<file path="config.mk">
export PLATFORM = sky130hd
export DESIGN_NAME = frontend
export DESIGN_NICKNAME = d
export VERILOG_FILES = /design/src/fe_pkg.sv /design/src/frontend.sv /design/src/inst_predecode.sv /design/src/multi_channel_fifo.sv /design/src/fetch_unit.sv
export SDC_FILE = /design/constraint.sdc
export NUM_CORES = 2
export LEC_CHECK = 0
export ABC_AREA = 0
export BUFFER_PORTS_ARGS = -buffer_cell sky130_fd_sc_hd__clkbuf_2
export CELL_PAD_IN_SITES_DETAIL_PLACEMENT = 0
export CELL_PAD_IN_SITES_GLOBAL_PLACEMENT = 1
export CORE_MARGIN = 3
export CORE_UTILIZATION = 45
export DETAILED_ROUTE_END_ITERATION = 12
export GPL_ROUTABILITY_DRIVEN = 0
export GPL_TIMING_DRIVEN = 0
export HOLD_SLACK_MARGIN = 0.15
export PLACE_DENSITY_LB_ADDON = 0.1
export SETUP_SLACK_MARGIN = 0.2
export SLEW_MARGIN = 20
export SYNTH_ARGS = -nofsm -noshare
export SYNTH_HDL_FRONTEND = slang
export SYNTH_HIERARCHICAL = 1
export SYNTH_SLANG_ARGS = --single-unit
</file>
<file path="constraint.sdc">
create_clock -name clk -period 8.78 [get_ports clk]
set_input_delay 0.439 -clock clk [delete_from_list [all_inputs] [get_ports clk]]
set_output_delay 0.439 -clock clk [all_outputs]
set_load 0.1 [all_outputs]
</file>
<file path="src/fe_pkg.sv">
`default_nettype none

package fe_pkg;

    // address and instruction word
    typedef logic [31:0] addr_t;
    typedef logic [31:0] inst_word_t;

    // architectural register number, 0 means no register
    typedef logic [4:0] reg_idx_t;

    // 0, 1 or 2 items per cycle
    typedef logic [1:0] lane_cnt_t;

    // one valid bit per lane
    typedef logic [1:0] lane_mask_t;

    // first fetch address after reset
    localparam addr_t RESET_PC = 32'h1c000000;

    // raw queue, holds fetched pairs
    localparam int RAW_DEPTH = 16;
    localparam int RAW_BANK = 4;

    // decoded queue in front of the back end
    localparam int DEC_DEPTH = 4;
    localparam int DEC_BANK = 2;

    // raw entry is {err, pc, word}
    localparam int RAW_WIDTH = 1 + $bits(addr_t) + $bits(inst_word_t);

    // decoded entry appends {rs0, rs1, rd}
    localparam int DEC_WIDTH = RAW_WIDTH + 3 * $bits(reg_idx_t);

    // instruction class, taken from inst[31:28]
    localparam logic [3:0] CLASS_REG_ALU = 4'd0;
    localparam logic [3:0] CLASS_IMM_ALU = 4'd1;
    localparam logic [3:0] CLASS_LOAD = 4'd2;
    localparam logic [3:0] CLASS_STORE = 4'd3;
    localparam logic [3:0] CLASS_BRANCH = 4'd4;
    // branch and link writes the link register only
    localparam logic [3:0] CLASS_LINK = 4'd5;
    // any other code carries no registers

    // return address register
    localparam reg_idx_t LINK_REG = 5'd1;

endpackage

`default_nettype wire
</file>
<file path="src/frontend.sv">
`default_nettype none

module frontend (
    input  wire                             clk,
    input  wire                             rst_n,

    // redirect from the back end
    input  wire                             redirect_i,
    input  wire  fe_pkg::addr_t             redirect_pc_i,

    // instruction memory port
    output logic                            imem_req_o,
    output fe_pkg::addr_t                   imem_addr_o,
    input  wire                             imem_rvalid_i,
    input  wire  fe_pkg::inst_word_t [1:0]  imem_rdata_i,
    input  wire                             imem_err_i,

    // issue side
    input  wire  fe_pkg::lane_cnt_t         issue_num_i,
    input  wire                             backend_stall_i,
    output fe_pkg::lane_mask_t              inst_valid_o,
    output fe_pkg::addr_t [1:0]             inst_pc_o,
    output fe_pkg::inst_word_t [1:0]        inst_word_o,
    output fe_pkg::reg_idx_t [1:0]          inst_rs0_o,
    output fe_pkg::reg_idx_t [1:0]          inst_rs1_o,
    output fe_pkg::reg_idx_t [1:0]          inst_rd_o,
    output fe_pkg::lane_mask_t              inst_err_o
);

    // fetch to raw queue
    fe_pkg::lane_cnt_t fetch_num;
    fe_pkg::addr_t [1:0] fetch_pc;
    fe_pkg::inst_word_t [1:0] fetch_word;
    logic fetch_err;
    logic raw_ready;
    logic [1:0][fe_pkg::RAW_WIDTH-1:0] raw_wr_data;

    // raw queue to predecode
    logic [1:0][fe_pkg::RAW_WIDTH-1:0] raw_rd_data;
    fe_pkg::lane_mask_t raw_valid;
    fe_pkg::inst_word_t [1:0] raw_word;
    fe_pkg::lane_cnt_t xfer_num;
    fe_pkg::reg_idx_t [1:0] dec_rs0;
    fe_pkg::reg_idx_t [1:0] dec_rs1;
    fe_pkg::reg_idx_t [1:0] dec_rd;

    // decoded queue
    logic dec_ready;
    logic [1:0][fe_pkg::DEC_WIDTH-1:0] dec_wr_data;
    logic [1:0][fe_pkg::DEC_WIDTH-1:0] dec_rd_data;
    fe_pkg::lane_cnt_t pop_num;

    for (genvar i = 0; i < 2; i++) begin : g_lane
        assign raw_wr_data[i] = {fetch_err, fetch_pc[i], fetch_word[i]};
        assign raw_word[i] = raw_rd_data[i][$bits(fe_pkg::inst_word_t)-1:0];
        assign dec_wr_data[i] = {raw_rd_data[i], dec_rs0[i], dec_rs1[i], dec_rd[i]};
        assign {inst_err_o[i], inst_pc_o[i], inst_word_o[i],
                inst_rs0_o[i], inst_rs1_o[i], inst_rd_o[i]} = dec_rd_data[i];
    end

    // nothing leaves while the back end stalls
    assign pop_num = backend_stall_i ? 2'd0 : issue_num_i;

    fetch_unit u_fetch (
        .clk           (clk),
        .rst_n         (rst_n),
        .redirect_i    (redirect_i),
        .redirect_pc_i (redirect_pc_i),
        .write_ready_i (raw_ready),
        .imem_req_o    (imem_req_o),
        .imem_addr_o   (imem_addr_o),
        .imem_rvalid_i (imem_rvalid_i),
        .imem_rdata_i  (imem_rdata_i),
        .imem_err_i    (imem_err_i),
        .write_num_o   (fetch_num),
        .write_pc_o    (fetch_pc),
        .write_word_o  (fetch_word),
        .write_err_o   (fetch_err)
    );

    multi_channel_fifo #(
        .DATA_WIDTH (fe_pkg::RAW_WIDTH),
        .DEPTH      (fe_pkg::RAW_DEPTH),
        .BANK       (fe_pkg::RAW_BANK)
    ) u_raw_fifo (
        .clk           (clk),
        .rst_n         (rst_n),
        .flush_i       (redirect_i),
        .write_num_i   (fetch_num),
        .write_data_i  (raw_wr_data),
        .write_ready_o (raw_ready),
        .read_num_i    (xfer_num),
        .read_valid_o  (raw_valid),
        .read_data_o   (raw_rd_data)
    );

    inst_predecode u_predecode (
        .raw_valid_i (raw_valid),
        .word_i      (raw_word),
        .dec_ready_i (dec_ready),
        .xfer_num_o  (xfer_num),
        .rs0_o       (dec_rs0),
        .rs1_o       (dec_rs1),
        .rd_o        (dec_rd)
    );

    multi_channel_fifo #(
        .DATA_WIDTH (fe_pkg::DEC_WIDTH),
        .DEPTH      (fe_pkg::DEC_DEPTH),
        .BANK       (fe_pkg::DEC_BANK)
    ) u_dec_fifo (
        .clk           (clk),
        .rst_n         (rst_n),
        .flush_i       (redirect_i),
        .write_num_i   (xfer_num),
        .write_data_i  (dec_wr_data),
        .write_ready_o (dec_ready),
        .read_num_i    (pop_num),
        .read_valid_o  (inst_valid_o),
        .read_data_o   (dec_rd_data)
    );

endmodule

`default_nettype wire

</file>
<file path="src/inst_predecode.sv">
`default_nettype none

module inst_predecode (
    // head of the raw queue
    input  wire  fe_pkg::lane_mask_t        raw_valid_i,
    input  wire  fe_pkg::inst_word_t [1:0]  word_i,

    // decoded queue has room for two
    input  wire                             dec_ready_i,

    output fe_pkg::lane_cnt_t               xfer_num_o,
    output fe_pkg::reg_idx_t [1:0]          rs0_o,
    output fe_pkg::reg_idx_t [1:0]          rs1_o,
    output fe_pkg::reg_idx_t [1:0]          rd_o
);

    fe_pkg::lane_cnt_t raw_cnt;

    // mask to count, capped at two
    assign raw_cnt = {raw_valid_i[1], raw_valid_i[0] & ~raw_valid_i[1]};

    // all or nothing while the decoded queue is short of room
    assign xfer_num_o = dec_ready_i ? raw_cnt : 2'd0;

    always_comb begin
        for (int i = 0; i < 2; i++) begin
            rs0_o[i] = '0;
            rs1_o[i] = '0;
            rd_o[i] = '0;

            case (word_i[i][31:28])
                fe_pkg::CLASS_REG_ALU: begin
                    rs0_o[i] = word_i[i][14:10];
                    rs1_o[i] = word_i[i][9:5];
                    rd_o[i] = word_i[i][4:0];
                end
                fe_pkg::CLASS_IMM_ALU, fe_pkg::CLASS_LOAD: begin
                    rs1_o[i] = word_i[i][9:5];
                    rd_o[i] = word_i[i][4:0];
                end
                // rd field is a source for these two
                fe_pkg::CLASS_STORE, fe_pkg::CLASS_BRANCH: begin
                    rs0_o[i] = word_i[i][4:0];
                    rs1_o[i] = word_i[i][9:5];
                end
                fe_pkg::CLASS_LINK: begin
                    rd_o[i] = fe_pkg::LINK_REG;
                end
                default: begin
                    // no register operands
                end
            endcase
        end
    end

endmodule

`default_nettype wire

</file>
<file path="src/multi_channel_fifo.sv">
`default_nettype none

module multi_channel_fifo #(
    parameter int DATA_WIDTH = 32,
    parameter int DEPTH = 16,
    parameter int BANK = 4
) (
    input  wire                         clk,
    input  wire                         rst_n,
    input  wire                         flush_i,

    // write side, entry 0 first
    input  wire  fe_pkg::lane_cnt_t     write_num_i,
    input  wire  [1:0][DATA_WIDTH-1:0]  write_data_i,
    output logic                        write_ready_o,

    // read side, entry 0 is the oldest
    input  wire  fe_pkg::lane_cnt_t     read_num_i,
    output fe_pkg::lane_mask_t          read_valid_o,
    output logic [1:0][DATA_WIDTH-1:0]  read_data_o
);

    localparam int PTR_W = $clog2(DEPTH);
    localparam int CNT_W = PTR_W + 1;
    localparam int BANK_W = $clog2(BANK);
    localparam int ROWS = DEPTH / BANK;
    localparam int ROW_W = $clog2(ROWS);

    // pointers carry one wrap bit
    logic [CNT_W-1:0] wr_ptr_q;
    logic [CNT_W-1:0] rd_ptr_q;
    logic [CNT_W-1:0] count;

    // slot index of the two entries at tail and head
    logic [1:0][PTR_W-1:0] wr_idx;
    logic [1:0][PTR_W-1:0] rd_idx;
    logic [1:0][BANK_W-1:0] wr_bank;
    logic [1:0][ROW_W-1:0] wr_row;
    logic [1:0][BANK_W-1:0] rd_bank;
    logic [1:0][ROW_W-1:0] rd_row;
    logic [1:0] wr_en;

    logic [BANK-1:0][DATA_WIDTH-1:0] bank_rdata;
    logic [BANK-1:0][ROW_W-1:0] bank_rd_row;

    assign count = wr_ptr_q - rd_ptr_q;

    // room for a full pair
    assign write_ready_o = (count <= CNT_W'(DEPTH - 2));

    // occupancy mask
    assign read_valid_o = {count >= CNT_W'(2), count != '0};

    assign wr_idx[0] = wr_ptr_q[PTR_W-1:0];
    assign wr_idx[1] = wr_ptr_q[PTR_W-1:0] + PTR_W'(1);
    assign rd_idx[0] = rd_ptr_q[PTR_W-1:0];
    assign rd_idx[1] = rd_ptr_q[PTR_W-1:0] + PTR_W'(1);

    // low index bits pick the bank, so neighbours never share one
    for (genvar l = 0; l < 2; l++) begin : g_lane
        assign wr_bank[l] = wr_idx[l][BANK_W-1:0];
        assign wr_row[l] = wr_idx[l][PTR_W-1:BANK_W];
        assign rd_bank[l] = rd_idx[l][BANK_W-1:0];
        assign rd_row[l] = rd_idx[l][PTR_W-1:BANK_W];
    end

    // flush wins over a write in the same cycle
    assign wr_en = flush_i ? 2'b00 : {write_num_i == 2'd2, write_num_i != 2'd0};

    for (genvar b = 0; b < BANK; b++) begin : g_bank
        logic [DATA_WIDTH-1:0] mem [ROWS];

        always_ff @(posedge clk) begin
            if (wr_en[0] && wr_bank[0] == BANK_W'(b)) begin
                mem[wr_row[0]] <= write_data_i[0];
            end else if (wr_en[1] && wr_bank[1] == BANK_W'(b)) begin
                mem[wr_row[1]] <= write_data_i[1];
            end
        end

        // each bank serves at most one of the two head entries
        assign bank_rd_row[b] = (rd_bank[0] == BANK_W'(b)) ? rd_row[0] : rd_row[1];
        assign bank_rdata[b] = mem[bank_rd_row[b]];
    end

    assign read_data_o[0] = bank_rdata[rd_bank[0]];
    assign read_data_o[1] = bank_rdata[rd_bank[1]];

    always_ff @(posedge clk) begin
        if (!rst_n || flush_i) begin
            wr_ptr_q <= '0;
            rd_ptr_q <= '0;
        end else begin
            wr_ptr_q <= wr_ptr_q + CNT_W'(write_num_i);
            rd_ptr_q <= rd_ptr_q + CNT_W'(read_num_i);
        end
    end

endmodule

`default_nettype wire

</file>
<file path="src/fetch_unit.sv">
`default_nettype none

module fetch_unit (
    input  wire                           clk,
    input  wire                           rst_n,

    // redirect from the back end
    input  wire                           redirect_i,
    input  wire  fe_pkg::addr_t           redirect_pc_i,

    // raw queue has room for a full pair
    input  wire                           write_ready_i,

    // instruction memory port
    output logic                          imem_req_o,
    output fe_pkg::addr_t                 imem_addr_o,
    input  wire                           imem_rvalid_i,
    input  wire  fe_pkg::inst_word_t [1:0] imem_rdata_i,
    input  wire                           imem_err_i,

    // compacted write into the raw queue
    output fe_pkg::lane_cnt_t             write_num_o,
    output fe_pkg::addr_t [1:0]           write_pc_o,
    output fe_pkg::inst_word_t [1:0]      write_word_o,
    output logic                          write_err_o
);

    fe_pkg::addr_t pc_q;
    fe_pkg::addr_t req_pc_q;
    fe_pkg::addr_t pair_base;
    fe_pkg::lane_mask_t lane_valid;
    logic run_q;
    logic outstanding_q;
    logic discard_q;
    logic issue;
    logic accept;

    // one request in flight, and only with room for two words
    assign issue = run_q & ~outstanding_q & write_ready_i & ~redirect_i;

    assign imem_req_o = issue;
    assign imem_addr_o = {pc_q[31:3], 3'b000};

    always_ff @(posedge clk) begin
        if (!rst_n) begin
            run_q <= 1'b0;
            pc_q <= fe_pkg::RESET_PC;
            outstanding_q <= 1'b0;
            discard_q <= 1'b0;
        end else begin
            // first request one cycle after reset is released
            run_q <= 1'b1;

            if (redirect_i) begin
                pc_q <= redirect_pc_i;
            end else if (issue) begin
                pc_q <= {pc_q[31:3] + 29'd1, 3'b000};
            end

            if (issue) begin
                outstanding_q <= 1'b1;
            end else if (imem_rvalid_i) begin
                outstanding_q <= 1'b0;
            end

            // response of a request older than the redirect is stale
            if (imem_rvalid_i) begin
                discard_q <= 1'b0;
            end else if (redirect_i && outstanding_q) begin
                discard_q <= 1'b1;
            end
        end
    end

    // pc of the pair in flight
    always_ff @(posedge clk) begin
        if (issue) begin
            req_pc_q <= pc_q;
        end
    end

    assign pair_base = {req_pc_q[31:3], 3'b000};

    // lower word is skipped when entering at an odd word
    assign lane_valid = {1'b1, ~req_pc_q[2]};

    assign accept = imem_rvalid_i & outstanding_q & ~discard_q & ~redirect_i;

    always_comb begin
        write_num_o = 2'd0;
        if (accept) begin
            write_num_o = {lane_valid[1] & lane_valid[0], lane_valid[1] ^ lane_valid[0]};
        end

        write_pc_o[1] = pair_base | 32'd4;
        write_word_o[1] = imem_rdata_i[1];

        // a lone upper word moves down to entry 0
        if (lane_valid[0]) begin
            write_pc_o[0] = pair_base;
            write_word_o[0] = imem_rdata_i[0];
        end else begin
            write_pc_o[0] = pair_base | 32'd4;
            write_word_o[0] = imem_rdata_i[1];
        end
    end

    assign write_err_o = imem_err_i;

endmodule

`default_nettype wire

</file>
After elaboration in Yosys (flattened, before gate mapping)

Memory sizes are Yosys's and may differ from the RTL's.
Index checks and enable logic that the tools add are counted.

Logic and storage cells: 189
Output and inout port bits: 195
Input bits: 104
Memories: 6
Bits in read-only memories: 0
RAM bits: 1,360
Register bits after elaboration: 83
Latch bits: 0

Memories:

| name                     | words | width | read ports | clocked after memory_dff | wr ports | RTL line                 | source |
|---|---|---|---|---|---|---|---|
| u_raw_fifo.g_bank[0].mem | 4     | 65    | 1          | 0                        | 1        | multi_channel_fifo.sv:71 | `logic [DATA_WIDTH-1:0] mem [ROWS];` |
| u_raw_fifo.g_bank[1].mem | 4     | 65    | 1          | 0                        | 1        | multi_channel_fifo.sv:71 |  |
| u_raw_fifo.g_bank[2].mem | 4     | 65    | 1          | 0                        | 1        | multi_channel_fifo.sv:71 |  |
| u_raw_fifo.g_bank[3].mem | 4     | 65    | 1          | 0                        | 1        | multi_channel_fifo.sv:71 |  |
| u_dec_fifo.g_bank[0].mem | 2     | 80    | 1          | 0                        | 1        | multi_channel_fifo.sv:71 |  |
| u_dec_fifo.g_bank[1].mem | 2     | 80    | 1          | 0                        | 1        | multi_channel_fifo.sv:71 |  |

Bitwise logic cells: 15
Div/mod/pow operators: 0
Add/sub/neg operators: 11
Equal/unequal tests: 21
Multipliers: 0
Reductions and logical operators: 39
Multiplexer cells: 80
Magnitude comparators: 8
Shift-type cells: 0

Operators by type and width:

| cell                                                             | number |
|---|---|
| 80-bit two-way mux                                               | 6 |
| 65-bit two-way mux                                               | 6 |
| 65-bit binary-select mux with 2-bit select                       | 2 |
| 65-bit OR reduction                                              | 4 |
| 80-bit OR reduction                                              | 2 |
| 32-bit two-way mux                                               | 3 |
| 1-bit two-way mux                                                | 43 |
| 5-bit case mux with 2 select lines                               | 4 |
| 29-bit by 1-bit adder with 29-bit output (second input constant) | 1 |
| 2-bit two-way mux                                                | 13 |
| 2-bit == test (second input constant)                            | 8 |
| 4-bit by 2-bit == test with 1-bit output (second input constant) | 4 |
| 4-bit by 3-bit == test with 1-bit output (second input constant) | 4 |
| 1-bit logical AND                                                | 13 |
| 5-bit by 2-bit adder with 5-bit output                           | 2 |
| 5-bit two-way mux                                                | 2 |
| 5-bit OR reduction                                               | 2 |
| 4-bit by 1-bit adder with 4-bit output (second input constant)   | 2 |
| 4-bit by 1-bit == test with 1-bit output (second input constant) | 2 |
| 4-bit logical NOT                                                | 2 |
| 1-bit NOT                                                        | 8 |
| 2-bit nonzero test                                               | 4 |
| 1-bit bitwise AND                                                | 7 |
| 3-bit by 2-bit adder with 3-bit output                           | 2 |
| other kinds (18)                                                 | 28 |

Logic depth before layout (Yosys ltp)

Depth in word-level cells: 13
Mapped depth: 17

Modules after synthesis

The synthesis kept the hierarchy.

By module, submodules not included:

| module                          | instances | seq. area each (um^2) | cells each | area an instance (um^2) |
|---|---|---|---|---|
| multi_channel_fifo (u_raw_fifo) | 1         | 31,430.1              | 2,369      | 44,206.1 |
| multi_channel_fifo (u_dec_fifo) | 1         | 9,729.3               | 1,097      | 15,578.7 |
| fetch_unit                      | 1         | 1,561.5               | 415        | 4,002.6 |
| inst_predecode                  | 1         | 0.0                   | 76         | 516.7 |
| frontend                        | 1         | 0.0                   | 2          | 12.5 |

Worst setup path after synthesis

Ideal clock, no wire load.

Path type: reg-to-reg
Start point: reg u_raw_fifo.rd_ptr_q[2]
End point: mem u_dec_fifo/g_bank[0].mem[1][0] in the netlist's numbering (enable)
Stages on the path, launching flop included: 17
Arrival time: 8.553 ns
Period minus slack after synthesis: 9.182 ns
Path slack: -0.402 ns
Library setup time: 0.629 ns
Cells stage by stage: dfxtp_1 > buf_4 > buf_4 > buf_2 > inv_1 > ha_1 > a21o_1 > a21oi_1 > xnor2_1 > nand4_1 > nand2_1 > nor2_1 > nand2b_1 > or3_1 > buf_6 > buf_6 > o21ai_0

RTL lines:

| element                                 | RTL line                 | source |
|---|---|---|
| start, declared                         | multi_channel_fifo.sv:31 | `logic [CNT_W-1:0] rd_ptr_q;` |
| start signal, assigned                  | multi_channel_fifo.sv:95 | `rd_ptr_q <= rd_ptr_q + CNT_W'(read_num_i);` |
| 5-bit subtractor *                      | multi_channel_fifo.sv:46 | `assign count = wr_ptr_q - rd_ptr_q;` |
| 5-bit nonzero test *                    | multi_channel_fifo.sv:52 | `assign read_valid_o = {count >= CNT_W'(2), count != '0};` |
| named net raw_valid[0]                  | frontend.sv:40           | `fe_pkg::lane_mask_t raw_valid;` |
| 1-bit bitwise AND *                     | inst_predecode.sv:20     | `assign raw_cnt = {raw_valid_i[1], raw_valid_i[0] & ~raw_valid_i[1]};` |
| 2-bit two-way mux *                     | inst_predecode.sv:23     | `assign xfer_num_o = dec_ready_i ? raw_cnt : 2'd0;` |
| named net xfer_num[0]                   | frontend.sv:42           | `fe_pkg::lane_cnt_t xfer_num;` |
| 2-bit == test                           | multi_channel_fifo.sv:68 | `assign wr_en = flush_i ? 2'b00 : {write_num_i == 2'd2, write_num_i != 2'd0};` |
| 2-bit two-way mux *                     | multi_channel_fifo.sv:68 |  |
| 1-bit logical AND                       | multi_channel_fifo.sv:76 | `end else if (wr_en[1] && wr_bank[1] == BANK_W'(b)) begin` |
| 1-bit two-way mux                       | multi_channel_fifo.sv:76 |  |
| 1-bit two-way mux                       | multi_channel_fifo.sv:74 | `if (wr_en[0] && wr_bank[0] == BANK_W'(b)) begin` |
| 1-bit two-way mux (implied by the code) | multi_channel_fifo.sv:77 | `mem[wr_row[1]] <= write_data_i[1];` |
| 80-bit OR reduction (no source line)    | -                        |  |
| 1-bit two-way mux (no source line)      | -                        |  |
| end, declared                           | multi_channel_fifo.sv:71 |  |

Mark *: on every way through the listed nets, which the timed path passes. The rest lies on a longest branch.

==> summary.md <==
| Metric | Value |
|---|---|
| Site Rows | `approximately 140` |
| Post-Syn Area | `0.0643 sq mm` |
| Syn avg cell area | `roughly 16 sq um` |
| FFs w/ async S/R, synth | `0%` |
| Max-slew violations | `0` |
| Yosys cell types | `68` |
| Critical path cell sequence | `clkbuf_2, inv_2, clkbuf_2, buf_16, clkbuf_1, ha_1, buf_2, buf_2, clkbuf_1, a211oi_1, a21oi_1, clkbuf_2` |
| Port-buffer cells | `292` |
| Fin Hold WS | `approximately 0.21 ns` |
| Kind of cell adding the most delay to the critical path | `buffers and inverters` |
| Vert. Die Dim | `384 microns` |
| Worst vdd ir | `between 0.0005 and 0.0006 V` |
| Post-route ant nets | `0` |
| Clk Latency, worst-skew pair | `approximately 0.8 ns` |
| RSZ-0062 raised after global routing | `no` |
| CTS tree | `built` |
| Vias per inst | `between 5 and 6` |
| Crit-path max FO | `10` |
| Worst slew margin | `roughly an eighth` |
| Vias | `~39000` |
| # hold bufs at CTS | `just over 70` |
| Synth warn | `6` |
| Final period util | `between 80% and 90%` |
| Slowest CP cell | `ha_1` |
| Initial DRC Count | `3800` |
| Area grow syn2layout | `18.2%` |
| Grt total ovfl | `0` |
| Drt wl/cell | `between 20 and 30 microns` |
| CTS H-tree lvls | `4` |
| Root Driver | `clkbuf_16` |
| CP required | `8.34 ns` |
| Tightest Pin Transition | `1.31 ns` |
| Final Skew | `0.0283 ns` |
| CP Class | `flop to primary output` |
| Residual DRC | `0` |
| Final Hold Vio Count | `0` |
| Initial Util | `a little under half` |
| Share of layout cells above drive strength 1 | `approximately 32%` |
| Final setup fails | `0` |
| PnR worst setup slack | `around 1.6 ns` |
| EDFF count, synth | `1390` |
| Min-delay worst type | `input pin to flop` |
| Max-cap violations | `0` |
| Antenna violations before repair | `10` |
| Largest net degree at the start of global routing | `47` |
| Pre-CTS worst setup slack | `2.49 ns` |
| Die area | `between 0.1 and 0.15 sq mm` |
| Horiz. Die Dim | `slightly below 400 microns` |
| WP data arrival | `around 6.7 ns` |
| Crit end category | `primary output` |
| Dpl hpwl | `~140000 microns` |
| Power Density | `339 mW/mm^2` |
| Global-route wire length before repair | `274000 microns` |
| Post-synthesis register bit count | `between 1000 and 1500` |
| Post-CTS resize count | `0` |
| Fillcell total | `roughly 11000` |
| # IOs | `between 200 and 300` |
| Static Leak | `about 0.026 uW` |
| 1st-pass router iterations | `5` |
| Final min period | `7.17 ns` |
| Tot GR Track Use | `a little over a quarter` |
| Clock Tree Buf Depth | `3` |
| Crit-path most repeated cell | `clkbuf_2` |
| Total Nets Final | `4713` |
| Reg clk slew, reported paths | `~0.060 ns` |
| Dpl cells | `roughly 6300` |
| Mapped Cells | `approximately 4000` |
| Postcts setup bufs | `0` |
| Vias in the first global route | `around 38000` |
| Sequential-to-total area share from yosys stat | `66.4%` |
| Crit path launch type | `flop` |
| Crit-path max cell delay | `roughly 0.86 ns` |
| Achievable Freq | `between 100 and 150 MHz` |
| CP Buf/Inv Count | `9` |
| Core Box Area | `roughly 0.14 sq mm` |
| CTS Sinks | `1439` |
| CTS Buf Count | `151` |
| Layout Cells excl Fill | `between 6000 and 7000` |
| Status | `complete, no violations` |
| Routed wire length | `~190000 microns` |
| Top FF cell, synth | `edfxtp_1` |
==> registers in the layout, summed over array words and instances, names as in the netlist <==
| name | cells |
|---|---|
| u_fetch/run_q | 1 |
| u_dec_fifo/g_bank.mem | 320 |
| u_fetch/discard_q | 1 |
| u_dec_fifo/rd_ptr_q | 3 |
| u_raw_fifo/g_bank.mem | 1040 |
| u_raw_fifo/rd_ptr_q | 5 |
| u_raw_fifo/wr_ptr_q | 5 |
| u_fetch/pc_q | 30 |
| u_fetch/req_pc_q | 30 |
| u_dec_fifo/wr_ptr_q | 3 |
| u_fetch/outstanding_q | 1 |
==> cell type report <==
type	count	area, sq um	share of cell area (%)
antenna	3	7.51	0.00988
multi-input combinational	2138	19700	25.9
buffer	361	2040	2.68
inverter	27	101	0.133
tap	1890	2360	3.11
timing repair buffer	467	4230	5.56
sequential	1439	42700	56.2
clock buffer	188	4040	5.32
clock inverter	91	822	1.08
==> cells by family (layout without fill, tap and decap cells) <==
| family | after synthesis | in the layout | synth area share [%] |
|---|---|---|---|
| compound gates | 674 | 674 | 7.10 |
| xor+xnor | 30 | 30 | 0.409 |
| fa+ha+maj | 24 | 24 | 0.537 |
| buf+inv | 388 | 1134 | 3.30 |
| flops | 1439 | 1439 | 66.4 |
| mux | 735 | 735 | 17.3 |
| other cells | 2 | 11 | 0.0117 |
| simple gates | 667 | 667 | 4.95 |
==> cells in the final DEF (no fill, tap or decap), drive strengths merged, types with 49 or more instances in the layout <==
cell | Yosys | routed
nand2 | 361 | 361
mux4 | 260 | 260
a211oi | 164 | 164
clkbuf | 131 | 611
buf | 230 | 333
mux2 | 393 | 393
dfxtp | 49 | 49
nor2 | 59 | 59
a22oi | 265 | 265
nor2b | 91 | 91
mux2i | 82 | 82
dlygate4sd3 | 0 | 72
edfxtp | 1390 | 1390
a21oi | 180 | 180
clkinv | 1 | 67
==> layer usage <==
metal	global-route usage (%)	vias to the layer above	wire, microns
met5	0	-	0
met4	8.56	0	5840
met3	4.77	292	14200
met2	42.2	1638	91600
met1	35.7	19800	79900
li1	-	17000	-
==> power by group <==
group | leakage [uW] | internal (uW) | switching, uW
Clock | 0.00237 | 3650 | 2630
Combinational | 0.0111 | 2780 | 7510
Sequential | 0.0130 | 8970 | 240
Total | 0.0264 | 15400 | 10400
==> worst register-to-register path, cell delays in order, from the launching register on <==
cell	delay (ns)
edfxtp_1	0.51
clkbuf_1	0.71
clkbuf_1	0.84
and2_1	0.39
nand2b_1	0.17
nor2_1	0.07
nand2_1	0.09
clkbuf_2	0.54
buf_2	0.51
mux2_2	0.41
dlygate4sd3_1	0.60
==> synthesized netlist by cell type (6+ instances only) <==
cell type,number,area (sq um)
edfxtp_1,1390,41700
mux2_2,392,4410
nand2_1,361,1360
a22oi_1,264,1980
mux4_2,260,5860
a21oi_1,180,901
a211oi_1,164,1230
clkbuf_1,129,484
buf_4,115,863
nor2b_1,91,569
mux2i_1,82,821
buf_2,77,385
nor2_1,58,218
dfxtp_1,49,981
and2_1,26,163
o21ai_0,26,130
inv_1,25,93.8
nand3_1,25,125
buf_1,22,82.6
xnor2_1,19,166
ha_1,18,225
buf_6,16,180
nor3_1,16,80.1
nand3b_1,14,105
nand4_1,13,81.3
nand2b_1,11,68.8
xor2_1,11,96.3
a31oi_1,10,62.6
nor4_1,8,50.1
or3_1,8,50.1
fa_1,6,120
nand4b_1,6,52.6
==> through the flow <==
| stage | setup TNS (ns) | area [sq um] | utilization, % | power (uW) |
|---|---|---|---|---|
| 6_report | 0 | 76000 | 53.6 | 25800 |
| 5_1_grt | 0 | 76000 | 53.6 | 26800 |
| 4_1_cts | 0 | 76000 | 53.6 | 25900 |
| 3_5_place_dp | 0 | 70400 | 49.7 | 19500 |
| 3_3_place_gp | -2944.23 | 68200 | 48.1 | 19300 |
| 2_1_floorplan | 0 | 64300 | - | 16600 |
==> final timing paths <==
path	start	slack, ns	cells after the start	endpoint
worst max-delay path	u_dec_fifo/rd_ptr_q[0]	1.61	12	inst_pc_o[47]
worst min-delay path	imem_rdata_i[55]	0.21	3	u_raw_fifo/g_bank[1].mem[1][23]
worst max register to register	u_fetch/req_pc_q[2]	3.68	10	u_raw_fifo/g_bank[1].mem[1][30]
worst min register to register	u_fetch/pc_q[2]	0.42	0	u_fetch/req_pc_q[2]
No activity file was read; power rests on OpenSTA's default activity.
